==> src/include/wisc_defs.svh <==
// Opcode, ALU, flag and branch encodings plus core constants, included by the stages
`ifndef WISC_DEFS_SVH
`define WISC_DEFS_SVH

`define WISC_NUM_REGS 16
`define WISC_RESET_PC 16'h0000

`define OP_ADD 4'd0
`define OP_SUB 4'd1
`define OP_AND 4'd2
`define OP_NOR 4'd3
`define OP_SLL 4'd4
`define OP_SRL 4'd5
`define OP_SRA 4'd6
`define OP_LW  4'd8
`define OP_SW  4'd9
`define OP_LHB 4'd10
`define OP_LLB 4'd11
`define OP_B   4'd12
`define OP_HLT 4'd15

// ALU selector, low opcode bits for arithmetic and shifts
`define ALU_ADD   3'd0
`define ALU_SUB   3'd1
`define ALU_AND   3'd2
`define ALU_NOR   3'd3
`define ALU_SLL   3'd4
`define ALU_SRL   3'd5
`define ALU_SRA   3'd6
`define ALU_MERGE 3'd7 // High byte of b over low byte of a

`define FLAG_Z 2
`define FLAG_V 1
`define FLAG_N 0

`define BR_NEQ    3'd0
`define BR_EQ     3'd1
`define BR_GT     3'd2
`define BR_LT     3'd3
`define BR_GTE    3'd4
`define BR_LTE    3'd5
`define BR_OVFL   3'd6
`define BR_UNCOND 3'd7

`endif

==> src/logic/wisc_pkg.sv <==
// Shared vector types and the bus state enum, imported by the pipeline stages
`default_nettype none

package wisc_pkg;

	typedef logic [15:0] word_t;        // Data word, PC and instruction
	typedef logic [3:0]  reg_idx_t;     // Register index
	typedef logic [3:0]  opcode_t;      // Instruction bits 15..12
	typedef logic [2:0]  alu_op_t;      // ALU operation selector
	typedef logic [2:0]  branch_cond_t; // Branch condition
	typedef logic [2:0]  flags_t;       // Zero, overflow, negative

	// Memory stage bus cycle tracking
	typedef enum logic {
		idle,
		bus_wait
	} mem_state_e;

endpackage

`default_nettype wire

==> src/logic/fetch_stage.sv <==
// Fetch stage: holds the PC, drives the instruction port and the fetch/decode register
`timescale 1ns/1ps
`default_nettype none
`include "wisc_defs.svh"

module fetch_stage (
	input  wire logic            clk,
	input  wire logic            rst,
	input  wire logic            stall,
	input  wire logic            mem_busy,
	input  wire logic            halted,
	input  wire logic            branch_taken,
	input  wire wisc_pkg::word_t branch_target,
	input  wire wisc_pkg::word_t instr_dat,
	output wisc_pkg::word_t      instr_adr,
	output wisc_pkg::word_t      instr_fd,
	output wisc_pkg::word_t      pc_fd,
	output logic                 valid_fd
);
	import wisc_pkg::*;

	word_t pc;
	logic  hold;
	logic  advance;

	assign hold    = halted || mem_busy; // Whole front end frozen
	assign advance = !hold && !branch_taken && !stall;
	assign instr_adr = pc;

	always_ff @(posedge clk) begin
		if (rst) begin
			pc       <= `WISC_RESET_PC;
			valid_fd <= 1'b0;
		end else if (!hold) begin
			if (branch_taken) begin
				pc       <= branch_target;
				valid_fd <= 1'b0; // Wrong-path fetch dropped
			end else if (!stall) begin
				pc       <= pc + 16'd1;
				valid_fd <= 1'b1;
			end
		end
	end

	always_ff @(posedge clk) begin
		if (advance) begin
			instr_fd <= instr_dat;
			pc_fd    <= pc;
		end
	end

endmodule

`default_nettype wire

==> src/logic/reg_file.sv <==
// Sixteen-entry register file with r0 tied to zero and same-cycle write-through reads
`timescale 1ns/1ps
`default_nettype none
`include "wisc_defs.svh"

module reg_file (
	input  wire logic                clk,
	input  wire logic                rst,
	input  wire wisc_pkg::reg_idx_t  rs_a,
	input  wire wisc_pkg::reg_idx_t  rs_b,
	input  wire logic                wr_en,
	input  wire wisc_pkg::reg_idx_t  wr_idx,
	input  wire wisc_pkg::word_t     wr_data,
	output wisc_pkg::word_t          rd_a,
	output wisc_pkg::word_t          rd_b
);
	import wisc_pkg::*;

	word_t regs [`WISC_NUM_REGS];

	always_ff @(posedge clk) begin
		if (rst) begin
			for (int i = 0; i < `WISC_NUM_REGS; i++) begin
				regs[i] <= '0;
			end
		end else if (wr_en && wr_idx != '0) begin
			regs[wr_idx] <= wr_data;
		end
	end

	// Writeback in the same cycle is visible to decode
	assign rd_a = (rs_a == '0) ? '0 : (wr_en && wr_idx == rs_a) ? wr_data : regs[rs_a];
	assign rd_b = (rs_b == '0) ? '0 : (wr_en && wr_idx == rs_b) ? wr_data : regs[rs_b];

endmodule

`default_nettype wire

==> src/logic/decode_stage.sv <==
// Decode stage: control decode, RAW hazard stall and the decode/execute register
`timescale 1ns/1ps
`default_nettype none
`include "wisc_defs.svh"

module decode_stage (
	input  wire logic                   clk,
	input  wire logic                   rst,
	input  wire wisc_pkg::word_t        instr_fd,
	input  wire wisc_pkg::word_t        pc_fd,
	input  wire logic                   valid_fd,
	input  wire logic                   branch_taken,
	input  wire logic                   mem_busy,
	input  wire wisc_pkg::reg_idx_t     dst_ex,
	input  wire wisc_pkg::reg_idx_t     dst_mem,
	input  wire wisc_pkg::reg_idx_t     dst_wb,
	input  wire logic                   wr_ex,
	input  wire logic                   wr_mem,
	input  wire logic                   wr_wb,
	input  wire wisc_pkg::word_t        rd_a,
	input  wire wisc_pkg::word_t        rd_b,
	output logic                        stall,
	output wisc_pkg::reg_idx_t          rs_a,
	output wisc_pkg::reg_idx_t          rs_b,
	output wisc_pkg::alu_op_t           alu_op_de,
	output wisc_pkg::word_t             op_a_de,
	output wisc_pkg::word_t             op_b_de,
	output wisc_pkg::word_t             store_data_de,
	output wisc_pkg::word_t             pc_de,
	output wisc_pkg::word_t             imm_de,
	output wisc_pkg::reg_idx_t          dst_de,
	output logic                        reg_wr_de,
	output logic                        mem_rd_de,
	output logic                        mem_wr_de,
	output logic                        branch_de,
	output logic                        halt_de,
	output logic                        valid_de,
	output wisc_pkg::branch_cond_t      cond_de
);
	import wisc_pkg::*;

	opcode_t op;
	alu_op_t alu_op;
	word_t   imm;
	logic    use_a;
	logic    use_b;
	logic    imm_a;
	logic    imm_b;
	logic    reg_wr;
	logic    mem_rd;
	logic    mem_wr;
	logic    is_branch;
	logic    is_halt;
	logic    hz_ex;
	logic    hz_mem;
	logic    hz_wb;

	function automatic logic src_hit(input reg_idx_t dst, input logic wr,
		input reg_idx_t a, input reg_idx_t b, input logic ua, input logic ub);
		return wr && ((ua && dst == a) || (ub && dst == b));
	endfunction

	assign op   = instr_fd[15:12];
	assign rs_a = (op == `OP_LHB) ? instr_fd[11:8] : instr_fd[7:4]; // LHB keeps rt low byte
	assign rs_b = (op == `OP_SW) ? instr_fd[11:8] : instr_fd[3:0];  // SW data register

	always_comb begin
		alu_op    = `ALU_ADD;
		imm       = {{12{instr_fd[3]}}, instr_fd[3:0]}; // Load/store offset
		use_a     = 1'b0;
		use_b     = 1'b0;
		imm_a     = 1'b0;
		imm_b     = 1'b0;
		reg_wr    = 1'b0;
		mem_rd    = 1'b0;
		mem_wr    = 1'b0;
		is_branch = 1'b0;
		is_halt   = 1'b0;
		case (op)
			`OP_ADD, `OP_SUB, `OP_AND, `OP_NOR: begin
				alu_op = alu_op_t'(op[2:0]);
				use_a  = 1'b1;
				use_b  = 1'b1;
				reg_wr = 1'b1;
			end
			`OP_SLL, `OP_SRL, `OP_SRA: begin
				alu_op = alu_op_t'(op[2:0]);
				imm    = {12'd0, instr_fd[3:0]}; // Shift amount
				use_a  = 1'b1;
				imm_b  = 1'b1;
				reg_wr = 1'b1;
			end
			`OP_LW: begin
				use_a  = 1'b1;
				imm_b  = 1'b1;
				reg_wr = 1'b1;
				mem_rd = 1'b1;
			end
			`OP_SW: begin
				use_a  = 1'b1;
				use_b  = 1'b1;
				imm_b  = 1'b1;
				mem_wr = 1'b1;
			end
			`OP_LHB: begin
				alu_op = `ALU_MERGE;
				imm    = {instr_fd[7:0], 8'd0};
				use_a  = 1'b1;
				imm_b  = 1'b1;
				reg_wr = 1'b1;
			end
			`OP_LLB: begin
				alu_op = `ALU_MERGE; // Sign byte over immediate byte
				imm    = {{8{instr_fd[7]}}, instr_fd[7:0]};
				imm_a  = 1'b1;
				imm_b  = 1'b1;
				reg_wr = 1'b1;
			end
			`OP_B: begin
				imm       = {{7{instr_fd[8]}}, instr_fd[8:0]};
				is_branch = 1'b1;
			end
			`OP_HLT: is_halt = 1'b1;
			default: ;
		endcase
	end

	assign hz_ex  = src_hit(dst_ex, wr_ex, rs_a, rs_b, use_a, use_b);
	assign hz_mem = src_hit(dst_mem, wr_mem, rs_a, rs_b, use_a, use_b);
	assign hz_wb  = src_hit(dst_wb, wr_wb, rs_a, rs_b, use_a, use_b);

	// Writeback only blocks while the bus holds off its register write
	assign stall = valid_fd && (hz_ex || hz_mem || (hz_wb && mem_busy));

	always_ff @(posedge clk) begin
		if (rst) begin
			valid_de <= 1'b0;
		end else if (!mem_busy) begin
			valid_de <= valid_fd && !stall && !branch_taken; // Bubble on stall or flush
		end
	end

	always_ff @(posedge clk) begin
		if (!mem_busy) begin
			alu_op_de     <= alu_op;
			op_a_de       <= imm_a ? imm : rd_a;
			op_b_de       <= imm_b ? imm : rd_b;
			store_data_de <= rd_b;
			pc_de         <= pc_fd;
			imm_de        <= imm;
			dst_de        <= instr_fd[11:8];
			cond_de       <= instr_fd[11:9];
			reg_wr_de     <= reg_wr;
			mem_rd_de     <= mem_rd;
			mem_wr_de     <= mem_wr;
			branch_de     <= is_branch;
			halt_de       <= is_halt;
		end
	end

endmodule

`default_nettype wire

==> src/logic/execute_stage.sv <==
// Execute stage: saturating ALU, flag register, branch resolution and execute/memory register
`timescale 1ns/1ps
`default_nettype none
`include "wisc_defs.svh"

module execute_stage (
	input  wire logic                   clk,
	input  wire logic                   rst,
	input  wire logic                   mem_busy,
	input  wire wisc_pkg::alu_op_t      alu_op_de,
	input  wire wisc_pkg::word_t        op_a_de,
	input  wire wisc_pkg::word_t        op_b_de,
	input  wire wisc_pkg::word_t        store_data_de,
	input  wire wisc_pkg::word_t        pc_de,
	input  wire wisc_pkg::word_t        imm_de,
	input  wire wisc_pkg::reg_idx_t     dst_de,
	input  wire logic                   reg_wr_de,
	input  wire logic                   mem_rd_de,
	input  wire logic                   mem_wr_de,
	input  wire logic                   branch_de,
	input  wire logic                   halt_de,
	input  wire logic                   valid_de,
	input  wire wisc_pkg::branch_cond_t cond_de,
	output logic                        branch_taken,
	output wisc_pkg::word_t             branch_target,
	output wisc_pkg::reg_idx_t          dst_ex,
	output logic                        wr_ex,
	output wisc_pkg::word_t             result_em,
	output wisc_pkg::word_t             store_data_em,
	output wisc_pkg::reg_idx_t          dst_em,
	output logic                        reg_wr_em,
	output logic                        mem_rd_em,
	output logic                        mem_wr_em,
	output logic                        halt_em,
	output logic                        valid_em
);
	import wisc_pkg::*;

	word_t  sum;
	word_t  diff;
	word_t  raw;
	word_t  result;
	logic   ovf;
	logic   add_sub;
	logic   flag_en;
	logic   cond_true;
	flags_t flags_q;

	always_comb begin
		sum  = op_a_de + op_b_de;
		diff = op_a_de - op_b_de;
		ovf  = 1'b0;
		case (alu_op_de)
			`ALU_ADD: begin
				raw = sum;
				ovf = (op_a_de[15] == op_b_de[15]) && (sum[15] != op_a_de[15]);
			end
			`ALU_SUB: begin
				raw = diff;
				ovf = (op_a_de[15] != op_b_de[15]) && (diff[15] != op_a_de[15]);
			end
			`ALU_AND: raw = op_a_de & op_b_de;
			`ALU_NOR: raw = ~(op_a_de | op_b_de);
			`ALU_SLL: raw = op_a_de << op_b_de[3:0];
			`ALU_SRL: raw = op_a_de >> op_b_de[3:0];
			`ALU_SRA: raw = $signed(op_a_de) >>> op_b_de[3:0];
			default:  raw = {op_b_de[15:8], op_a_de[7:0]}; // LLB and LHB byte merge
		endcase
		result = ovf ? (op_a_de[15] ? 16'h8000 : 16'h7fff) : raw; // Saturate toward sign of a
	end

	assign add_sub = (alu_op_de == `ALU_ADD) || (alu_op_de == `ALU_SUB);
	assign flag_en = valid_de && reg_wr_de && !mem_rd_de &&
		(add_sub || alu_op_de == `ALU_AND || alu_op_de == `ALU_NOR); // Register ALU ops only

	always_ff @(posedge clk) begin
		if (rst) begin
			flags_q <= '0;
		end else if (flag_en && !mem_busy) begin
			flags_q[`FLAG_Z] <= (result == '0);
			if (add_sub) begin
				flags_q[`FLAG_V] <= ovf;
				flags_q[`FLAG_N] <= result[15];
			end
		end
	end

	always_comb begin
		case (cond_de)
			`BR_NEQ:  cond_true = !flags_q[`FLAG_Z];
			`BR_EQ:   cond_true = flags_q[`FLAG_Z];
			`BR_GT:   cond_true = !flags_q[`FLAG_Z] && !flags_q[`FLAG_N];
			`BR_LT:   cond_true = flags_q[`FLAG_N];
			`BR_GTE:  cond_true = flags_q[`FLAG_Z] || !flags_q[`FLAG_N];
			`BR_LTE:  cond_true = flags_q[`FLAG_Z] || flags_q[`FLAG_N];
			`BR_OVFL: cond_true = flags_q[`FLAG_V];
			default:  cond_true = 1'b1;
		endcase
	end

	assign branch_taken  = valid_de && branch_de && cond_true;
	assign branch_target = pc_de + 16'd1 + imm_de;
	assign dst_ex = dst_de;
	assign wr_ex  = valid_de && reg_wr_de;

	always_ff @(posedge clk) begin
		if (rst) begin
			valid_em <= 1'b0;
		end else if (!mem_busy) begin
			valid_em <= valid_de;
		end
	end

	always_ff @(posedge clk) begin
		if (!mem_busy) begin
			result_em     <= result; // Address for loads and stores
			store_data_em <= store_data_de;
			dst_em        <= dst_de;
			reg_wr_em     <= reg_wr_de;
			mem_rd_em     <= mem_rd_de;
			mem_wr_em     <= mem_wr_de;
			halt_em       <= halt_de;
		end
	end

endmodule

`default_nettype wire

==> src/logic/memory_stage.sv <==
// Memory stage: Wishbone classic data master, memory/writeback register and halt latch
`timescale 1ns/1ps
`default_nettype none

module memory_stage (
	input  wire logic                clk,
	input  wire logic                rst,
	input  wire wisc_pkg::word_t     result_em,
	input  wire wisc_pkg::word_t     store_data_em,
	input  wire wisc_pkg::reg_idx_t  dst_em,
	input  wire logic                reg_wr_em,
	input  wire logic                mem_rd_em,
	input  wire logic                mem_wr_em,
	input  wire logic                halt_em,
	input  wire logic                valid_em,
	input  wire wisc_pkg::word_t     wb_dat_r,
	input  wire logic                wb_ack,
	output logic                     wb_cyc,
	output logic                     wb_stb,
	output logic                     wb_we,
	output wisc_pkg::word_t          wb_adr,
	output wisc_pkg::word_t          wb_dat_w,
	output logic                     mem_busy,
	output wisc_pkg::reg_idx_t       dst_mem,
	output logic                     wr_mem,
	output logic                     wb_en,
	output wisc_pkg::reg_idx_t       wb_rd,
	output wisc_pkg::word_t          wb_data,
	output wisc_pkg::reg_idx_t       dst_wb,
	output logic                     wr_wb,
	output logic                     halted
);
	import wisc_pkg::*;

	mem_state_e state;
	logic       req;
	logic       valid_mw;
	logic       reg_wr_mw;
	reg_idx_t   rd_mw;
	word_t      data_mw;

	assign req = valid_em && (mem_rd_em || mem_wr_em) && !halted; // Nothing starts after HLT

	always_ff @(posedge clk) begin
		if (rst) begin
			state <= idle;
		end else begin
			case (state)
				idle:     if (req) state <= bus_wait;
				bus_wait: if (wb_ack) state <= idle;
				default:  state <= idle;
			endcase
		end
	end

	// Request cycle, then hold until the ack cycle
	assign mem_busy = (state == idle) ? req : !wb_ack;

	assign wb_cyc   = (state == bus_wait);
	assign wb_stb   = wb_cyc;
	assign wb_we    = wb_cyc && mem_wr_em;
	assign wb_adr   = result_em;
	assign wb_dat_w = store_data_em;

	always_ff @(posedge clk) begin
		if (rst) begin
			valid_mw <= 1'b0;
			halted   <= 1'b0;
		end else if (!mem_busy) begin
			valid_mw <= valid_em && !halted;
			if (valid_em && halt_em) halted <= 1'b1;
		end
	end

	always_ff @(posedge clk) begin
		if (!mem_busy) begin
			rd_mw     <= dst_em;
			reg_wr_mw <= reg_wr_em;
			data_mw   <= mem_rd_em ? wb_dat_r : result_em; // Load data taken on the ack cycle
		end
	end

	assign dst_mem = dst_em;
	assign wr_mem  = valid_em && reg_wr_em;
	assign dst_wb  = rd_mw;
	assign wr_wb   = valid_mw && reg_wr_mw;
	assign wb_rd   = rd_mw;
	assign wb_data = data_mw;
	assign wb_en   = wr_wb && !mem_busy; // One write per instruction

endmodule

`default_nettype wire

==> src/logic/wisc_core.sv <==
// Top level of the five-stage core: instruction port in, Wishbone data master out
`timescale 1ns/1ps
`default_nettype none

module wisc_core (
	input  wire logic            clk,
	input  wire logic            rst,
	input  wire wisc_pkg::word_t instr_dat,
	input  wire wisc_pkg::word_t wb_dat_r,
	input  wire logic            wb_ack,
	output wisc_pkg::word_t      instr_adr,
	output logic                 wb_cyc,
	output logic                 wb_stb,
	output logic                 wb_we,
	output wisc_pkg::word_t      wb_adr,
	output wisc_pkg::word_t      wb_dat_w,
	output logic                 halted
);
	import wisc_pkg::*;

	// Front end
	logic         stall;
	logic         mem_busy;
	logic         branch_taken;
	word_t        branch_target;
	word_t        instr_fd;
	word_t        pc_fd;
	logic         valid_fd;
	reg_idx_t     rs_a;
	reg_idx_t     rs_b;
	word_t        rd_a;
	word_t        rd_b;

	// Decode/execute register
	alu_op_t      alu_op_de;
	word_t        op_a_de;
	word_t        op_b_de;
	word_t        store_data_de;
	word_t        pc_de;
	word_t        imm_de;
	reg_idx_t     dst_de;
	logic         reg_wr_de;
	logic         mem_rd_de;
	logic         mem_wr_de;
	logic         branch_de;
	logic         halt_de;
	logic         valid_de;
	branch_cond_t cond_de;

	// Execute/memory register and hazard status
	word_t        result_em;
	word_t        store_data_em;
	reg_idx_t     dst_em;
	logic         reg_wr_em;
	logic         mem_rd_em;
	logic         mem_wr_em;
	logic         halt_em;
	logic         valid_em;
	reg_idx_t     dst_ex;
	reg_idx_t     dst_mem;
	reg_idx_t     dst_wb;
	logic         wr_ex;
	logic         wr_mem;
	logic         wr_wb;

	// Register file write port
	logic         wb_en;
	reg_idx_t     wb_rd;
	word_t        wb_data;

	fetch_stage u_fetch (.*);

	decode_stage u_decode (.*);

	reg_file u_regs (
		.*,
		.wr_en   (wb_en),
		.wr_idx  (wb_rd),
		.wr_data (wb_data)
	);

	execute_stage u_execute (.*);

	memory_stage u_memory (.*);

endmodule

`default_nettype wire

==> config.mk <==
export PLATFORM = sky130hd
export DESIGN_NAME = wisc_core
export DESIGN_NICKNAME = d
export VERILOG_FILES = /design/src/logic/wisc_pkg.sv /design/src/logic/fetch_stage.sv /design/src/logic/reg_file.sv /design/src/logic/decode_stage.sv /design/src/logic/execute_stage.sv /design/src/logic/memory_stage.sv /design/src/logic/wisc_core.sv
export VERILOG_INCLUDE_DIRS = /design/src /design/src/include
export SDC_FILE = /design/constraint.sdc
export NUM_CORES = 1
export LEC_CHECK = 0
export ABC_AREA = 1
export BUFFER_PORTS_ARGS = -buffer_cell sky130_fd_sc_hd__buf_2
export CELL_PAD_IN_SITES_DETAIL_PLACEMENT = 0
export CELL_PAD_IN_SITES_GLOBAL_PLACEMENT = 2
export CORE_ASPECT_RATIO = 1.75
export CORE_MARGIN = 2
export CORE_UTILIZATION = 42
export DETAILED_ROUTE_END_ITERATION = 12
export PLACE_DENSITY_LB_ADDON = 0.1
export SYNTH_ARGS = -nofsm -noshare
export SYNTH_HDL_FRONTEND = slang
export SYNTH_SLANG_ARGS = --single-unit
==> constraint.sdc <==
create_clock -name clk -period 16.1 [get_ports clk]
set_input_delay 1.61 -clock clk [delete_from_list [all_inputs] [get_ports clk]]
set_output_delay 1.61 -clock clk [all_outputs]
set_load 0.02 [all_outputs]
Word-level counts from Yosys, hierarchy flattened
Memory sizes are Yosys's and may differ from the RTL's.
Index checks and enable logic that the tools add are counted.
Operators by class
  shift operators: 3
  equal/unequal tests: 35
  mux-type cells: 41
  bitwise logic cells: 6
  add/sub/neg operators: 5
  reduce and logical (&&, ||, !) cells: 74
Operators by type and width (count)
  2-to-1 mux 16 bit: 12
  case mux 16 bit (7 select lines): 1
  case mux 16 bit (4 select lines): 1
  logical AND 1 bit: 35
  adder 16 x 1 -> 16 bit (second input constant): 2
  adder 16 bit: 2
  equality test 4 bit: 6
  equality test 4 bit (second input constant): 6
  2-to-1 mux 1 bit: 20
  OR reduction 10 bit: 2
  equality test 3 bit (second input constant): 6
  AND 16 bit: 1
  zero test 16 bit: 1
  NOT 16 bit: 1
  bitwise OR 16 bit: 1
  OR reduction 16 bit: 1
  left shift 16 x 4 -> 16 bit: 1
  >> shifter 16 x 4 -> 16 bit: 1
  >>> shifter 16 x 4 -> 16 bit: 1
  subtractor 16 bit: 1
  OR reduction 7 bit: 2
  equality test 3 x 2 -> 1 bit (second input constant): 4
  equality test 4 x 3 -> 1 bit (second input constant): 3
  zero test 4 bit: 3
  other kinds (19): 50
Word-level totals
  input bits: 35
  register bits: 213
  logic and storage cells: 199
  bits in writable memories: 256
  memories kept: 1
  output and inout bits: 52
Memories
  u_regs.regs: words 16, width 16, rd ports 2, clocked after Yosys merged registers in 0, write ports 16, RTL line reg_file.sv:19  | word_t regs [`WISC_NUM_REGS];

Longest topological paths before layout
Gate-level depths: netlist of the first run.
  depth in word-level cells: 12
  gate-level depth with buffers: 23
  depth with buffers taken out: 20

Hierarchy
From an unflattened synthesis of the first run, not the netlist that was laid out.
Unflattened totals
  cells, all modules: 3868
  area, all modules: 29478.3 um^2
By module, submodules not included
  reg_file: sequential area each 7687.4 um^2, area each 15363.5 um^2, cells an instance 2089, times used 1
  execute_stage: sequential area each 1281.2 um^2, area each 6465.0 um^2, cells an instance 1047, times used 1
  decode_stage: sequential area each 2782.7 um^2, area each 4150.2 um^2, cells an instance 366, times used 1
  fetch_stage: sequential area each 1301.2 um^2, area each 2140.8 um^2, cells an instance 223, times used 1
  memory_stage: sequential area each 690.7 um^2, area each 1358.8 um^2, cells an instance 143, times used 1

Worst setup path before layout of the first run
OpenSTA, ideal clock, no wires.
  path kind: input-to-reg
  from: input port wb_ack
  to: register u_fetch.instr_fd[0] (enable)
  setup slack: 8.793 ns
  stages on the path: 9
  data required time: 15.679 ns
  path buffers: 1
  data arrival time: 6.885 ns
  setup time: 0.421 ns
  cells stage by stage: o21ai_1 > inv_1 > nor2_1 > nand2_1 > nand3_2 > nand3_4 > nand2_2 > buf_6 > nor2_1
Between the ends
  longest elaborated chain between the ends: 7
  elaborated cells on any way between the ends: 10
  classes of those cells: mux: 1; reduce/logical: 9
Ends and longest elaborated chain
  start, declared: RTL line wisc_core.sv:10  | input wire logic wb_ack,
  zero test 1 bit (*): RTL line memory_stage.sv:57  | assign mem_busy = (state == idle) ? req : !wb_ack;
  2-to-1 mux 1 bit (*): RTL line memory_stage.sv:57
  logical AND 1 bit: RTL line decode_stage.sv:133  | assign stall = valid_fd && (hz_ex || hz_mem || (hz_wb && mem_busy));
  logical OR 1 bit: RTL line decode_stage.sv:133
  logical AND 1 bit: RTL line decode_stage.sv:133
  zero test 1 bit: RTL line fetch_stage.sv:27  | assign advance = !hold && !branch_taken && !stall;
  logical AND 1 bit (*): RTL line fetch_stage.sv:27
  net u_fetch.advance: RTL line fetch_stage.sv:24  | logic advance;
  end signal, assigned: RTL line fetch_stage.sv:47  | instr_fd <= instr_dat;
  end, declared: RTL line fetch_stage.sv:16  | output wisc_pkg::word_t instr_fd,
Mark *: on every way through the listed nets, which the timed path passes. The rest lies on a longest branch.
A chain may end at the register's enable or synchronous reset.

Worst setup path in the final report of the first run
  from: register u_fetch.instr_fd[12]
  to: register u_decode.op_b_de[11] (data pin)
Between the ends
  longest elaborated chain between the ends: 7
  elaborated cells on any way between the ends: 20
  classes of those cells: eq/ne: 9; mux: 6; reduce/logical: 4; memory: 1
Ends and longest elaborated chain
  branches (longest 6 deep; another with memory (16 x 16 bit))
  2-to-1 mux 16 bit (*): RTL line decode_stage.sv:147  | op_b_de <= imm_b ? imm : rd_b;
  end signal, assigned: RTL line decode_stage.sv:147
  end, declared: RTL line decode_stage.sv:27  | output wisc_pkg::word_t op_b_de,
Mark *: on every way between the ends.

==> summary.md, run 1 <==
| Metric | Value |
|---|---|
| Placed Cells | `between 3,000 and 4,000` |
| Post-synthesis simple-gate area fraction | `a little over a quarter` |
| R2R cell count | `12` |
| Max Fanout on Critical Path | `71` |
| Commonest non-fill, non-tap cell in the layout | `nand2_1` |
| Final cycle utilization of the critical path | `between 20% and 30%` |
| FFs w/ async S/R, synth | `0%` |
| Sequential element share of the synthesized area | `50.95%` |
| Worst path arrival time | `5110 ps` |
| Global-route wire length before repair | `155,700 um` |
| Residual DRC | `0` |
| Clock Skew | `31.06 ps` |
| Total routed wirelength | `between 100,000 and 150,000 um` |
| Number of post-CTS setup repair buffers | `0` |
| ANT cells | `0` |
| Static Leakage | `between 10 and 15 nW` |
| Post-Syn Area per Cell | `8.287 um2` |
| Max VDD drop | `0.09935 mV` |
| Area growth from synthesis to layout | `9.973%` |
| Via density per instance | `about 6` |
| Crit path from | `u_fetch.instr_fd[12]$_DFFE_PP_` |
| Io pins | `87` |
| Post-synth EDFFs | `441` |
| Hold Crit Class | `flip-flop to flip-flop` |
| R2r endpoint | `u_decode.op_b_de[11]$_DFFE_PN_` |
| Area of the mapped netlist | `0.02697 mm2` |
| Largest family of logic cells by synthesized area | `simple AND/OR/NAND/NOR gates` |
| TNS Setup | `0 ps` |
| Placement Cell Area | `0.02794 mm2` |
| RePlAce Congestion | `around 0.92` |
| Complex-gate fraction of the synthesized area | `11.62%` |
| Vias in the first global route | `between 20,000 and 25,000` |
| WL/cell | `25.96 um` |
| Worst Max-Slew Pin Slew | `between 1000 and 1500 ps` |
| Gr ovfl total | `0` |
| Resized cells post-CTS | `0` |
| Post-Synth Adder-Cell Area | `3.331%` |
| Most frequent cells in the layout | `nand2_1, nor2_1, edfxtp_1` |
| H-tree depth | `2` |
| Die width | `195.6 um` |
| Worst Hold Depth | `0` |
| Min-delay src | `u_fetch.pc_fd[3]$_DFFE_PP_` |
| Initial Utilization | `between 40% and 50%` |
| DIE HEIGHT | `339.2 um` |
| Pin count of the biggest net entering global routing | `94` |
| IO Port Bufs | `86` |
| Worst r2r src | `u_fetch.instr_fd[12]$_DFFE_PP_` |
| Clock root buffer | `clkbuf_16` |
| Endpoints failing setup | `0` |
| TritonCTS clock tree | `done` |
| Number of cells produced by synthesis | `3,255` |
| Status | `finished, final reports clean` |
| Via Count | `24,183` |
| Drt pass-1 iters | `7` |
| Nature of the critical path startpoint | `flip-flop` |
| Net total in the final layout | `approximately 3,300` |
| Ratio of cells with drive above 1 in the final layout | `between 6 and 7%` |
| RSZ-0062 raised after global routing | `false` |
| Mux share of post-synthesis cell area | `0.1113%` |
| Max-slew violations | `0` |
| Hold Buf Count CTS | `0` |
| Max Fclk | `207.6 MHz` |
| Utilization after layout | `46.83%` |
| Crit path required time | `~16,000 ps` |
| Synth unique cells | `51` |
| Slew Limit Headroom | `13.72%` |
| Core Rows | `~120` |
| Max_cap viols | `0` |
| Initial antenna violation count | `1` |
| Final Non-Filler Cells | `roughly 4,100` |
| Detail Placement HPWL | `76,300 um` |
| 1st-iter DRT viols | `roughly 2,400` |
| Minimum clock period | `4817 ps` |
| XOR/XNOR share of the synthesized area | `0.8767%` |
| CP endpoint kind | `flip-flop` |
| Hold slack | `419.1 ps` |
| Clock-pin slew on the worst setup and hold paths | `70 ps` |
| Sink Count | `466` |
| Hold Path End | `u_decode.pc_de[3]$_DFFE_PN_` |
| Detail Route Antenna Nets | `0` |
| Die Area | `0.06635 mm2` |
| R2r setup slk | `between 10,000 and 15,000 ps` |
| Final hold violation count | `0` |
| Fin area | `between 0.02 and 0.03 mm2` |
| Clock latency on the worst-skew pair | `610 ps` |
| Max clock buf depth | `3` |
| Core area | `0.06335 mm2` |
| Yosys reg bits | `between 400 and 500` |
| Most used DFF post-synth | `edfxtp_1` |
| Ys Warns | `0` |
| Power density over the cells | `about 190 mW/mm2` |
| Total GRT Usage | `31.84%` |
| WS Path Type | `flip-flop to flip-flop` |
| CTS buffer count | `47` |
## power breakdown
part | internal [mW] | total [mW] | switching, mW | leakage, nW
combinational | 0.656 | 2.48 | 1.82 | 6.58
clock | 0.731 | 1.24 | 0.512 | 0.824
sequential | 1.65 | 1.94 | 0.294 | 4.90
## worst max-delay path by stage
stage                                       endpoint  slack, ps  cells past startpoint
detailed placement  u_regs.regs[9][11]$_SDFFCE_PN0P_      11230                      7
floorplan              u_fetch.instr_fd[0]$_DFFE_PP_       8790                      9
global route          u_decode.op_b_de[14]$_DFFE_PN_      10930                     12
CTS                   u_decode.op_b_de[14]$_DFFE_PN_      11340                     12
global placement    u_regs.regs[9][12]$_SDFFCE_PN0P_      11330                      7
finish                u_decode.op_b_de[11]$_DFFE_PN_      11280                     12
## layer usage
layer	track usage, %	up-vias	part of all wire (%)
met3	3.388	331	5.5
li1	-	11133	-
met5	0.5084	-	0.042
met2	59.11	1085	53
met4	20.12	2	7.4
met1	34.20	11632	34
## state kept, by name (all words and copies together), names as in the netlist, 16 cells and up
signal	count
u_decode.store_data_de	16
u_regs.regs	256
u_execute.store_data_em	16
u_decode.op_a_de	16
u_fetch.pc_fd	16
u_decode.op_b_de	16
u_fetch.instr_fd	16
u_decode.imm_de	16
u_decode.pc_de	16
u_execute.result_em	16
u_memory.wb_data	16
u_fetch.instr_adr	16
## cells by family after synthesis
group,count (synthesis)
AND/OR/NAND/NOR,1772
AO/OA/AOI/OAI,501
flip-flops,466
buffers and inverters,415
adder cells (fa/ha/maj),70
XOR/XNOR,27
multiplexers,3
other,1
## Yosys cell counts (3+ instances only)
library cell  number  area, um2
a21oi_1           76      380.4
a22oi_1            7      52.55
a31oi_1           11      68.82
buf_1             19      71.32
buf_2             21      105.1
buf_4              3      22.52
clkbuf_1         151      566.8
dfxtp_1           25      500.5
edfxtp_1         441      13240
fa_1               3      60.06
ha_1              67      838.3
inv_1            213      799.5
inv_2              5      18.77
mux2i_1            3      30.03
nand2_1          693       2601
nand2_2            5      31.28
nand3_1          409       2047
nand3b_1           4      30.03
nand4_1           14      87.58
nor2_1           609       2286
nor3_1            24      120.1
o2111ai_1        107      937.2
o211ai_1          30      225.2
o21a_1             3      22.52
o21ai_0          228       1141
o21ai_1            7      35.03
o21ai_2            3      26.28
o21bai_1           8      60.06
o221ai_1           8      70.07
o31ai_1            4      30.03
or2_2              4      25.02
xnor2_1            3      26.28
xor2_1            24      210.2
## cell type report
| type | count | area (um2) |
|---|---|---|
| flip-flops and latches | 466 | 13740 |
| clock buffers | 53 | 1220 |
| multi-input cells | 2389 | 11720 |
| clock inverters | 35 | 505.5 |
| repair buffers | 113 | 633.1 |
| inverters | 219 | 829.5 |
| well taps | 806 | 1008 |
| fillers | 6196 | 33680 |
## through the flow
stage,total power [mW],setup WS (ps)
finish,5.661,11280
global route,5.983,10930
CTS,5.654,11340
detailed placement,4.404,11230
global placement,4.399,11330
floorplan,3.406,8793
## worst max-delay path, cell delays in order, from the launching register on
cell      delay [ps]
edfxtp_1         420
inv_1            100
nor2_1           150
nand2_2          140
nand2_1          140
nand2_4          390
clkinv_2         920
buf_4            720
nand2_1          140
nor3_2           920
nor2_1           140
nand2_1          140
o21ai_0           80
No activity file was read; power rests on OpenSTA's default activity.
==> inputs of run 2 (changes only) <==
--- a/config.mk
+++ b/config.mk
@@ -12,7 +12,7 @@
 export CELL_PAD_IN_SITES_GLOBAL_PLACEMENT = 2
 export CORE_ASPECT_RATIO = 1.75
 export CORE_MARGIN = 2
-export CORE_UTILIZATION = 42
+export CORE_UTILIZATION = 35
 export DETAILED_ROUTE_END_ITERATION = 12
 export PLACE_DENSITY_LB_ADDON = 0.1
 export SYNTH_ARGS = -nofsm -noshare
==> constraint.sdc (replaced) <==
create_clock -name clk -period 4.3 [get_ports clk]
set_input_delay 0.43 -clock clk [delete_from_list [all_inputs] [get_ports clk]]
set_output_delay 0.43 -clock clk [all_outputs]
set_load 0.02 [all_outputs]
==> run 2 against run 1 <==
Worst hold slack worse by 380 ps; die area up 20%; register-to-register slack worse by 11000 ps; critical path depth down 1; core utilization down 6.8 points; clock-buffer cell count up 9; clock skew up 3.8 ps; largest cell class unchanged; highest routed layer unchanged.
==> summary.md, run 2 (same netlist as run 1, synthesis figures left out) <==
| Metric | Value |
|---|---|
| Final hold violation count | `0 (unchanged)` |
| Worst path arrival time | `4360 ps (-750 ps)` |
| Static Leakage | `12.67 nW (+3.0%)` |
| Crit path required time | `4550 ps (-11,850 ps)` |
| Crit path top cell by count | `nand3_1` |
| CTS buffer count | `50 (+6.4%)` |
| Sink Count | `466 (unchanged)` |
| Ratio of cells with drive above 1 in the final layout | `8.718% (+1.8 points)` |
| Crit path from | `u_fetch.instr_fd[14]$_DFFE_PP_` |
| Worst setup margin | `189.7 ps (-11,090 ps)` |
| Io pins | `87 (unchanged)` |
| DIE HEIGHT | `371.2 um (+9.4%)` |
| Slew Limit Headroom | `35.70% (+22 points)` |
| FILL cells | `7,808 (+26%)` |
| Initial antenna violation count | `3 (+2)` |
| Clock-pin slew on the worst setup and hold paths | `60 ps (about the same)` |
| Global-route wire length before repair | `166,400 um (+6.8%)` |
| R2R cell count | `11 (-1)` |
| Max VDD drop | `0.4080 mV (+310%)` |
| TritonCTS clock tree | `done` |
| Hold Path End | `u_fetch.instr_fd[0]$_DFFE_PP_` |
| Max-slew violations | `0 (unchanged)` |
| RePlAce Congestion | `0.9372 (+1.6%)` |
| Resized cells post-CTS | `0 (unchanged)` |
| WS Path Type | `flip-flop to flip-flop` |
| Power density over the cells | `702.9 mW/mm2 (+270%)` |
| Clock latency on the worst-skew pair | `630 ps (+20 ps)` |
| R2r endpoint | `u_decode.op_a_de[3]$_DFFE_PN_` |
| Max clock buf depth | `3 (unchanged)` |
| Clock Skew | `34.83 ps (+3.769 ps)` |
| Core area | `0.07629 mm2 (+20%)` |
| Setup WS pre-CTS | `195.9 ps (-11,030 ps)` |
| Gr ovfl total | `0 (unchanged)` |
| Fin area | `0.03053 mm2 (+2.9%)` |
| Detail Route Antenna Nets | `0 (unchanged)` |
| Max Fclk | `243.3 MHz (+17%)` |
| Crit-path max cell delay | `780 ps (-140 ps)` |
| CP cell instances | `nor2_4 > nand2_1 > o21ai_4 > inv_2 > buf_4 > nand3_1 > o2111ai_1 > nand3_1 > nand3_1 > o211ai_1 > o21ai_0` |
| IO Port Bufs | `86 (unchanged)` |
| Vias in the first global route | `24,621 (+3.8%)` |
| Initial Utilization | `35.36% (-7.2 points)` |
| Max Fanout on Critical Path | `24 (-66%)` |
| Endpoints failing setup | `0 (unchanged)` |
| CP endpoint kind | `flip-flop` |
| Final Non-Filler Cells | `4,381 (+7.4%)` |
| R2r setup slk | `190 ps (-11,090 ps)` |
| Max_cap viols | `0 (unchanged)` |
| Most frequent cells in the layout | `nand2_1, nor2_1, edfxtp_1` |
| Hold Crit Class | `input pin to flip-flop` |
| Final cycle utilization of the critical path | `95.59% (+66 points)` |
| 1st-iter DRT viols | `2,058 (-13%)` |
| RSZ-0062 raised after global routing | `false` |
| Die width | `213.9 um (+9.3%)` |
| Slowest-stage cell, CP | `o21ai_4` |
| Residual DRC | `0 (unchanged)` |
| Area growth from synthesis to layout | `13.20%` |
| Status | `finished, final reports clean` |
| Most flop-heavy register | `u_regs.regs` |
| Total GRT Usage | `29.25% (-2.6 points)` |
| Commonest non-fill, non-tap cell in the layout | `nand2_1` |
| H-tree depth | `2 (unchanged)` |
| Clock root buffer | `clkbuf_16` |
| Placement Cell Area | `0.02882 mm2 (+3.1%)` |
| TNS Setup | `0 ps (unchanged)` |
| Worst Max-Slew Pin Slew | `964.5 ps (-328.3 ps)` |
| Nature of the critical path startpoint | `flip-flop` |
| WL/cell | `26.54 um (+2.2%)` |
| ANT cells | `0 (unchanged)` |
| Net total in the final layout | `3,425 (+2.5%)` |
| Pin count of the biggest net entering global routing | `130 (+38%)` |
| Worst r2r src | `u_fetch.instr_fd[14]$_DFFE_PP_` |
| Via density per instance | `5.629 (-5.0%)` |
| Minimum clock period | `4110 ps (-706.2 ps)` |
| Total routed wirelength | `116,300 um (+9.7%)` |
| Detail Placement HPWL | `83,360 um (+9.2%)` |
| Die Area | `0.07939 mm2 (+20%)` |
| Min-delay src | `instr_dat[0]` |
| Worst Hold Depth | `1 (+1)` |
| Placed Cells | `4,278 (+7.1%)` |
| Via Count | `24,660 (+2.0%)` |
| Drt pass-1 iters | `6 (-1)` |
| Max reg flops | `256 (unchanged)` |
| Core Rows | `134 (+9.8%)` |
==> run 2: cell types whose count changed in the layout (fill, tap and decap cells not counted), moves of 4 or more <==
cell / delta
dlygate4sd3_1: +10
buf_4: +65
bufinv_16: -6
buf_12: +6
clkinv_1: +5
clkinv_2: +4
clkbuf_1: +5
inv_6: -5
==> run 2: cell type report <==
cell class / count / area, um2 / share of cell area [%]
clock inverter: 31 / 301.5 / 0.9876
sequential: 466 / 13740 / 45.01
multi-input combinational: 2389 / 11730 / 38.40
timing repair buffer: 194 / 1341 / 4.393
tap: 1020 / 1276 / 4.180
inverter: 219 / 829.5 / 2.717
clock buffer: 62 / 1316 / 4.311
==> run 2: how the worst max path moves through the flow <==
stage | slack [ps] | depth (start not counted) | endpoint
2_1_floorplan | 120 | 11 | u_fetch.instr_fd[0]$_DFFE_PP_
3_3_place_gp | 230 | 11 | u_decode.op_a_de[3]$_DFFE_PN_
3_5_place_dp | 200 | 11 | u_decode.op_a_de[3]$_DFFE_PN_
4_1_cts | 190 | 11 | u_decode.op_a_de[3]$_DFFE_PN_
5_1_grt | 10 | 12 | u_decode.op_a_de[3]$_DFFE_PN_
6_report | 190 | 11 | u_decode.op_a_de[3]$_DFFE_PN_
==> run 2: stage by stage <==
stage               hold WS [ps]  total power [mW]  util, %
floorplan                  400.3             12.75        -
global placement           407.3             17.07    37.77
detailed placement         405.4             17.02    37.77
CTS                        7.173             21.50    40.02
global route               17.73             22.62    40.02
finish                     40.52             21.46    40.02
==> run 2: metal layers <==
layer | up-vias | track usage, % | wire length, um
met1 | 12052 | 30.88 | 41080
met5 | - | 0 | 26
met2 | 1000 | 54.43 | 60990
met4 | 4 | 18.79 | 8433
met3 | 308 | 3.184 | 5723
li1 | 11296 | - | -
==> run 2: critical path: cells and delay by family, from the launching register on <==
| kind | cells | cell delay (ps) |
|---|---|---|
| DFF | 1 | 490 |
| AOI/OAI and AO/OA | 4 | 1550 |
| buffers and inverters | 2 | 900 |
| and+or+nand+nor | 5 | 790 |
==> run 2: repair_timing <==
item / in CTS / in global routing
hold endpoints to repair: 10 / 0
hold buffers: 10 / 0
buffers inserted: 0 / 0
==> run 2: report_power, final <==
part	internal [mW]	total (mW)	leakage, nW	switching, mW
logic	2.66	9.97	6.99	7.31
clock network	2.48	4.40	0.785	1.93
registers	6.15	7.09	4.90	0.932
total	11.3	21.5	12.7	10.2
==> inputs of run 3 (changes only) <==
--- a/config.mk
+++ b/config.mk
@@ -13,6 +13,7 @@
 export CORE_ASPECT_RATIO = 1.75
 export CORE_MARGIN = 2
 export CORE_UTILIZATION = 35
+export CTS_BUF_LIST = sky130_fd_sc_hd__clkbuf_8 sky130_fd_sc_hd__clkbuf_16
 export DETAILED_ROUTE_END_ITERATION = 12
 export PLACE_DENSITY_LB_ADDON = 0.1
 export SYNTH_ARGS = -nofsm -noshare
==> run 3 against run 2 <==
Register-to-register slack lost 30 ps; combinational power about the same; via count decreased by 0.15%; largest cell class unchanged.
==> summary.md, run 3 (same netlist as run 1, synthesis figures left out) <==
| Metric | Value |
|---|---|
| Status | `finished, final reports clean` |
| Drt pass-1 iters | `8 (+2)` |
| Die width | `213.9 um (unchanged)` |
| Total GRT Usage | `29.25% (unchanged)` |
| Vias in the first global route | `24,621 (unchanged)` |
| ANT cells | `0 (unchanged)` |
| Max Fanout on Critical Path | `24 (unchanged)` |
| Crit path top cell by count | `nand3_1` |
| Initial antenna violation count | `3 (unchanged)` |
| Commonest non-fill, non-tap cell in the layout | `nand2_1` |
| Setup WS pre-CTS | `195.9 ps (unchanged)` |
| Most frequent cells in the layout | `nand2_1, nor2_1, edfxtp_1` |
| H-tree depth | `2 (unchanged)` |
| Worst setup margin | `157.4 ps (-32.33 ps)` |
| Hold Buf Count CTS | `10 (unchanged)` |
| Placed Cells | `4,278 (unchanged)` |
| Total routed wirelength | `116,200 um (about the same)` |
| Gr ovfl total | `0 (unchanged)` |
| Net total in the final layout | `3,425 (unchanged)` |
| Max reg flops | `256 (unchanged)` |
| RePlAce Congestion | `0.9372 (unchanged)` |
| DIE HEIGHT | `371.2 um (unchanged)` |
| Pin count of the biggest net entering global routing | `130 (unchanged)` |
| Slew Limit Headroom | `35.72% (about the same)` |
| Clock Skew | `32.30 ps (-2.537 ps)` |
| Max_cap viols | `0 (unchanged)` |
| Core Rows | `134 (unchanged)` |
| CP endpoint kind | `flip-flop` |
| Detail Placement HPWL | `83,360 um (unchanged)` |
| Slowest-stage cell, CP | `o21ai_4` |
| Area growth from synthesis to layout | `13.20% (unchanged)` |
| Detail Route Antenna Nets | `0 (unchanged)` |
| Final hold violation count | `0 (unchanged)` |
| IO Port Bufs | `86 (unchanged)` |
| Clock-pin slew on the worst setup and hold paths | `60 ps (about the same)` |
| Max VDD drop | `0.4088 mV (+0.19%)` |
| TNS Setup | `0 ps (unchanged)` |
| Via density per instance | `5.620 (-0.15%)` |
| Power density over the cells | `702.1 mW/mm2 (-0.12%)` |
| Static Leakage | `12.71 nW (+0.33%)` |
| Utilization after layout | `40.02% (unchanged)` |
| Endpoints failing setup | `0 (unchanged)` |
| CP cell instances | `nor2_4 > nand2_1 > o21ai_4 > inv_2 > buf_4 > nand3_1 > o2111ai_1 > nand3_1 > nand3_1 > o211ai_1 > o21ai_0` |
| Via Count | `24,623 (-0.15%)` |
| Hold Crit Class | `input pin to flip-flop` |
| Nature of the critical path startpoint | `flip-flop` |
| Crit path required time | `4550 ps (about the same)` |
| RSZ-0062 raised after global routing | `false` |
| Most flop-heavy register | `u_regs.regs` |
| Fin area | `0.03053 mm2 (unchanged)` |
| Top Family by Delay on Critical Path | `compound AO/OA/AOI/OAI gates` |
| Clock latency on the worst-skew pair | `630 ps (about the same)` |
| Minimum clock period | `4143 ps (+32.33 ps)` |
| Global-route wire length before repair | `166,400 um (unchanged)` |
| Max Fclk | `241.4 MHz (-0.78%)` |
| Final cycle utilization of the critical path | `96.34% (+0.75 points)` |
| Final Non-Filler Cells | `4,381 (unchanged)` |
| Placement Cell Area | `0.02882 mm2 (unchanged)` |
| Number of post-CTS setup repair buffers | `0 (unchanged)` |
| Worst Max-Slew Pin Slew | `964.2 ps (-0.3522 ps)` |
| Crit-path max cell delay | `780 ps (about the same)` |
| Resized cells post-CTS | `0 (unchanged)` |
| TritonCTS clock tree | `done` |
| WS Path Type | `flip-flop to flip-flop` |
| Max clock buf depth | `3 (unchanged)` |
| WL/cell | `26.53 um (about the same)` |
| Worst Path Buf+Inv | `2 (unchanged)` |
| Residual DRC | `0 (unchanged)` |
| Ratio of cells with drive above 1 in the final layout | `8.718% (unchanged)` |
| Worst path arrival time | `4390 ps (+30 ps)` |
| Io pins | `87 (unchanged)` |
| Sink Count | `466 (unchanged)` |
| Die Area | `0.07939 mm2 (unchanged)` |
| Max-slew violations | `0 (unchanged)` |
| Core area | `0.07629 mm2 (unchanged)` |
| Initial Utilization | `35.36% (unchanged)` |
| 1st-iter DRT viols | `2,063 (+0.24%)` |
| Clock root buffer | `clkbuf_16` |
| CTS buffer count | `50 (unchanged)` |
## run 3: cell count changes in the layout (fill, tap and decap cells not counted)
cell	delta
clkbuf_1	-10
inv_1	+10
## run 3: layer usage
layer | share of wire (%) | wire [um] | global-route usage, %
met1 | 36 | 41280 | 30.88
met2 | 53 | 61080 | 54.43
met3 | 4.7 | 5505 | 3.184
met4 | 7.2 | 8355 | 18.79
met5 | 0.022 | 26 | 0
## run 3: through the flow
| stage | total power, mW | hold WS (ps) |
|---|---|---|
| after floorplan | 12.75 | 400.3 |
| after global placement | 17.07 | 407.3 |
| after detailed placement | 17.02 | 405.4 |
| after CTS | 21.48 | 7.173 |
| after global routing | 22.60 | 17.73 |
| final | 21.44 | 40.71 |
## run 3: report_power, final
| group | internal (mW) | total (mW) | switching, mW |
|---|---|---|---|
| Clock | 2.46 | 4.38 | 1.93 |
| Sequential | 6.15 | 7.09 | 0.931 |
| Combinational | 2.66 | 9.97 | 7.31 |
| Total | 11.3 | 21.4 | 10.2 |
## run 3: cell type report
cell class	count	area [um2]
tap	1020	1276
multi-input combinational	2389	11730
clock buffer	52	1279
timing repair buffer	194	1341
fill	7808	45750
clock inverter	41	339.1
sequential	466	13740
inverter	219	829.5
## run 3: worst paths after layout
path	from	endpoint	slack [ps]	cells after the start
min	instr_dat[0]	u_fetch.instr_fd[0]$_DFFE_PP_	40	1
max reg2reg	u_fetch.instr_fd[14]$_DFFE_PP_	u_decode.op_a_de[3]$_DFFE_PN_	160	11
min reg2reg	u_fetch.pc_fd[4]$_DFFE_PP_	u_decode.pc_de[4]$_DFFE_PN_	420	0
max	u_fetch.instr_fd[14]$_DFFE_PP_	u_decode.op_a_de[3]$_DFFE_PN_	160	11
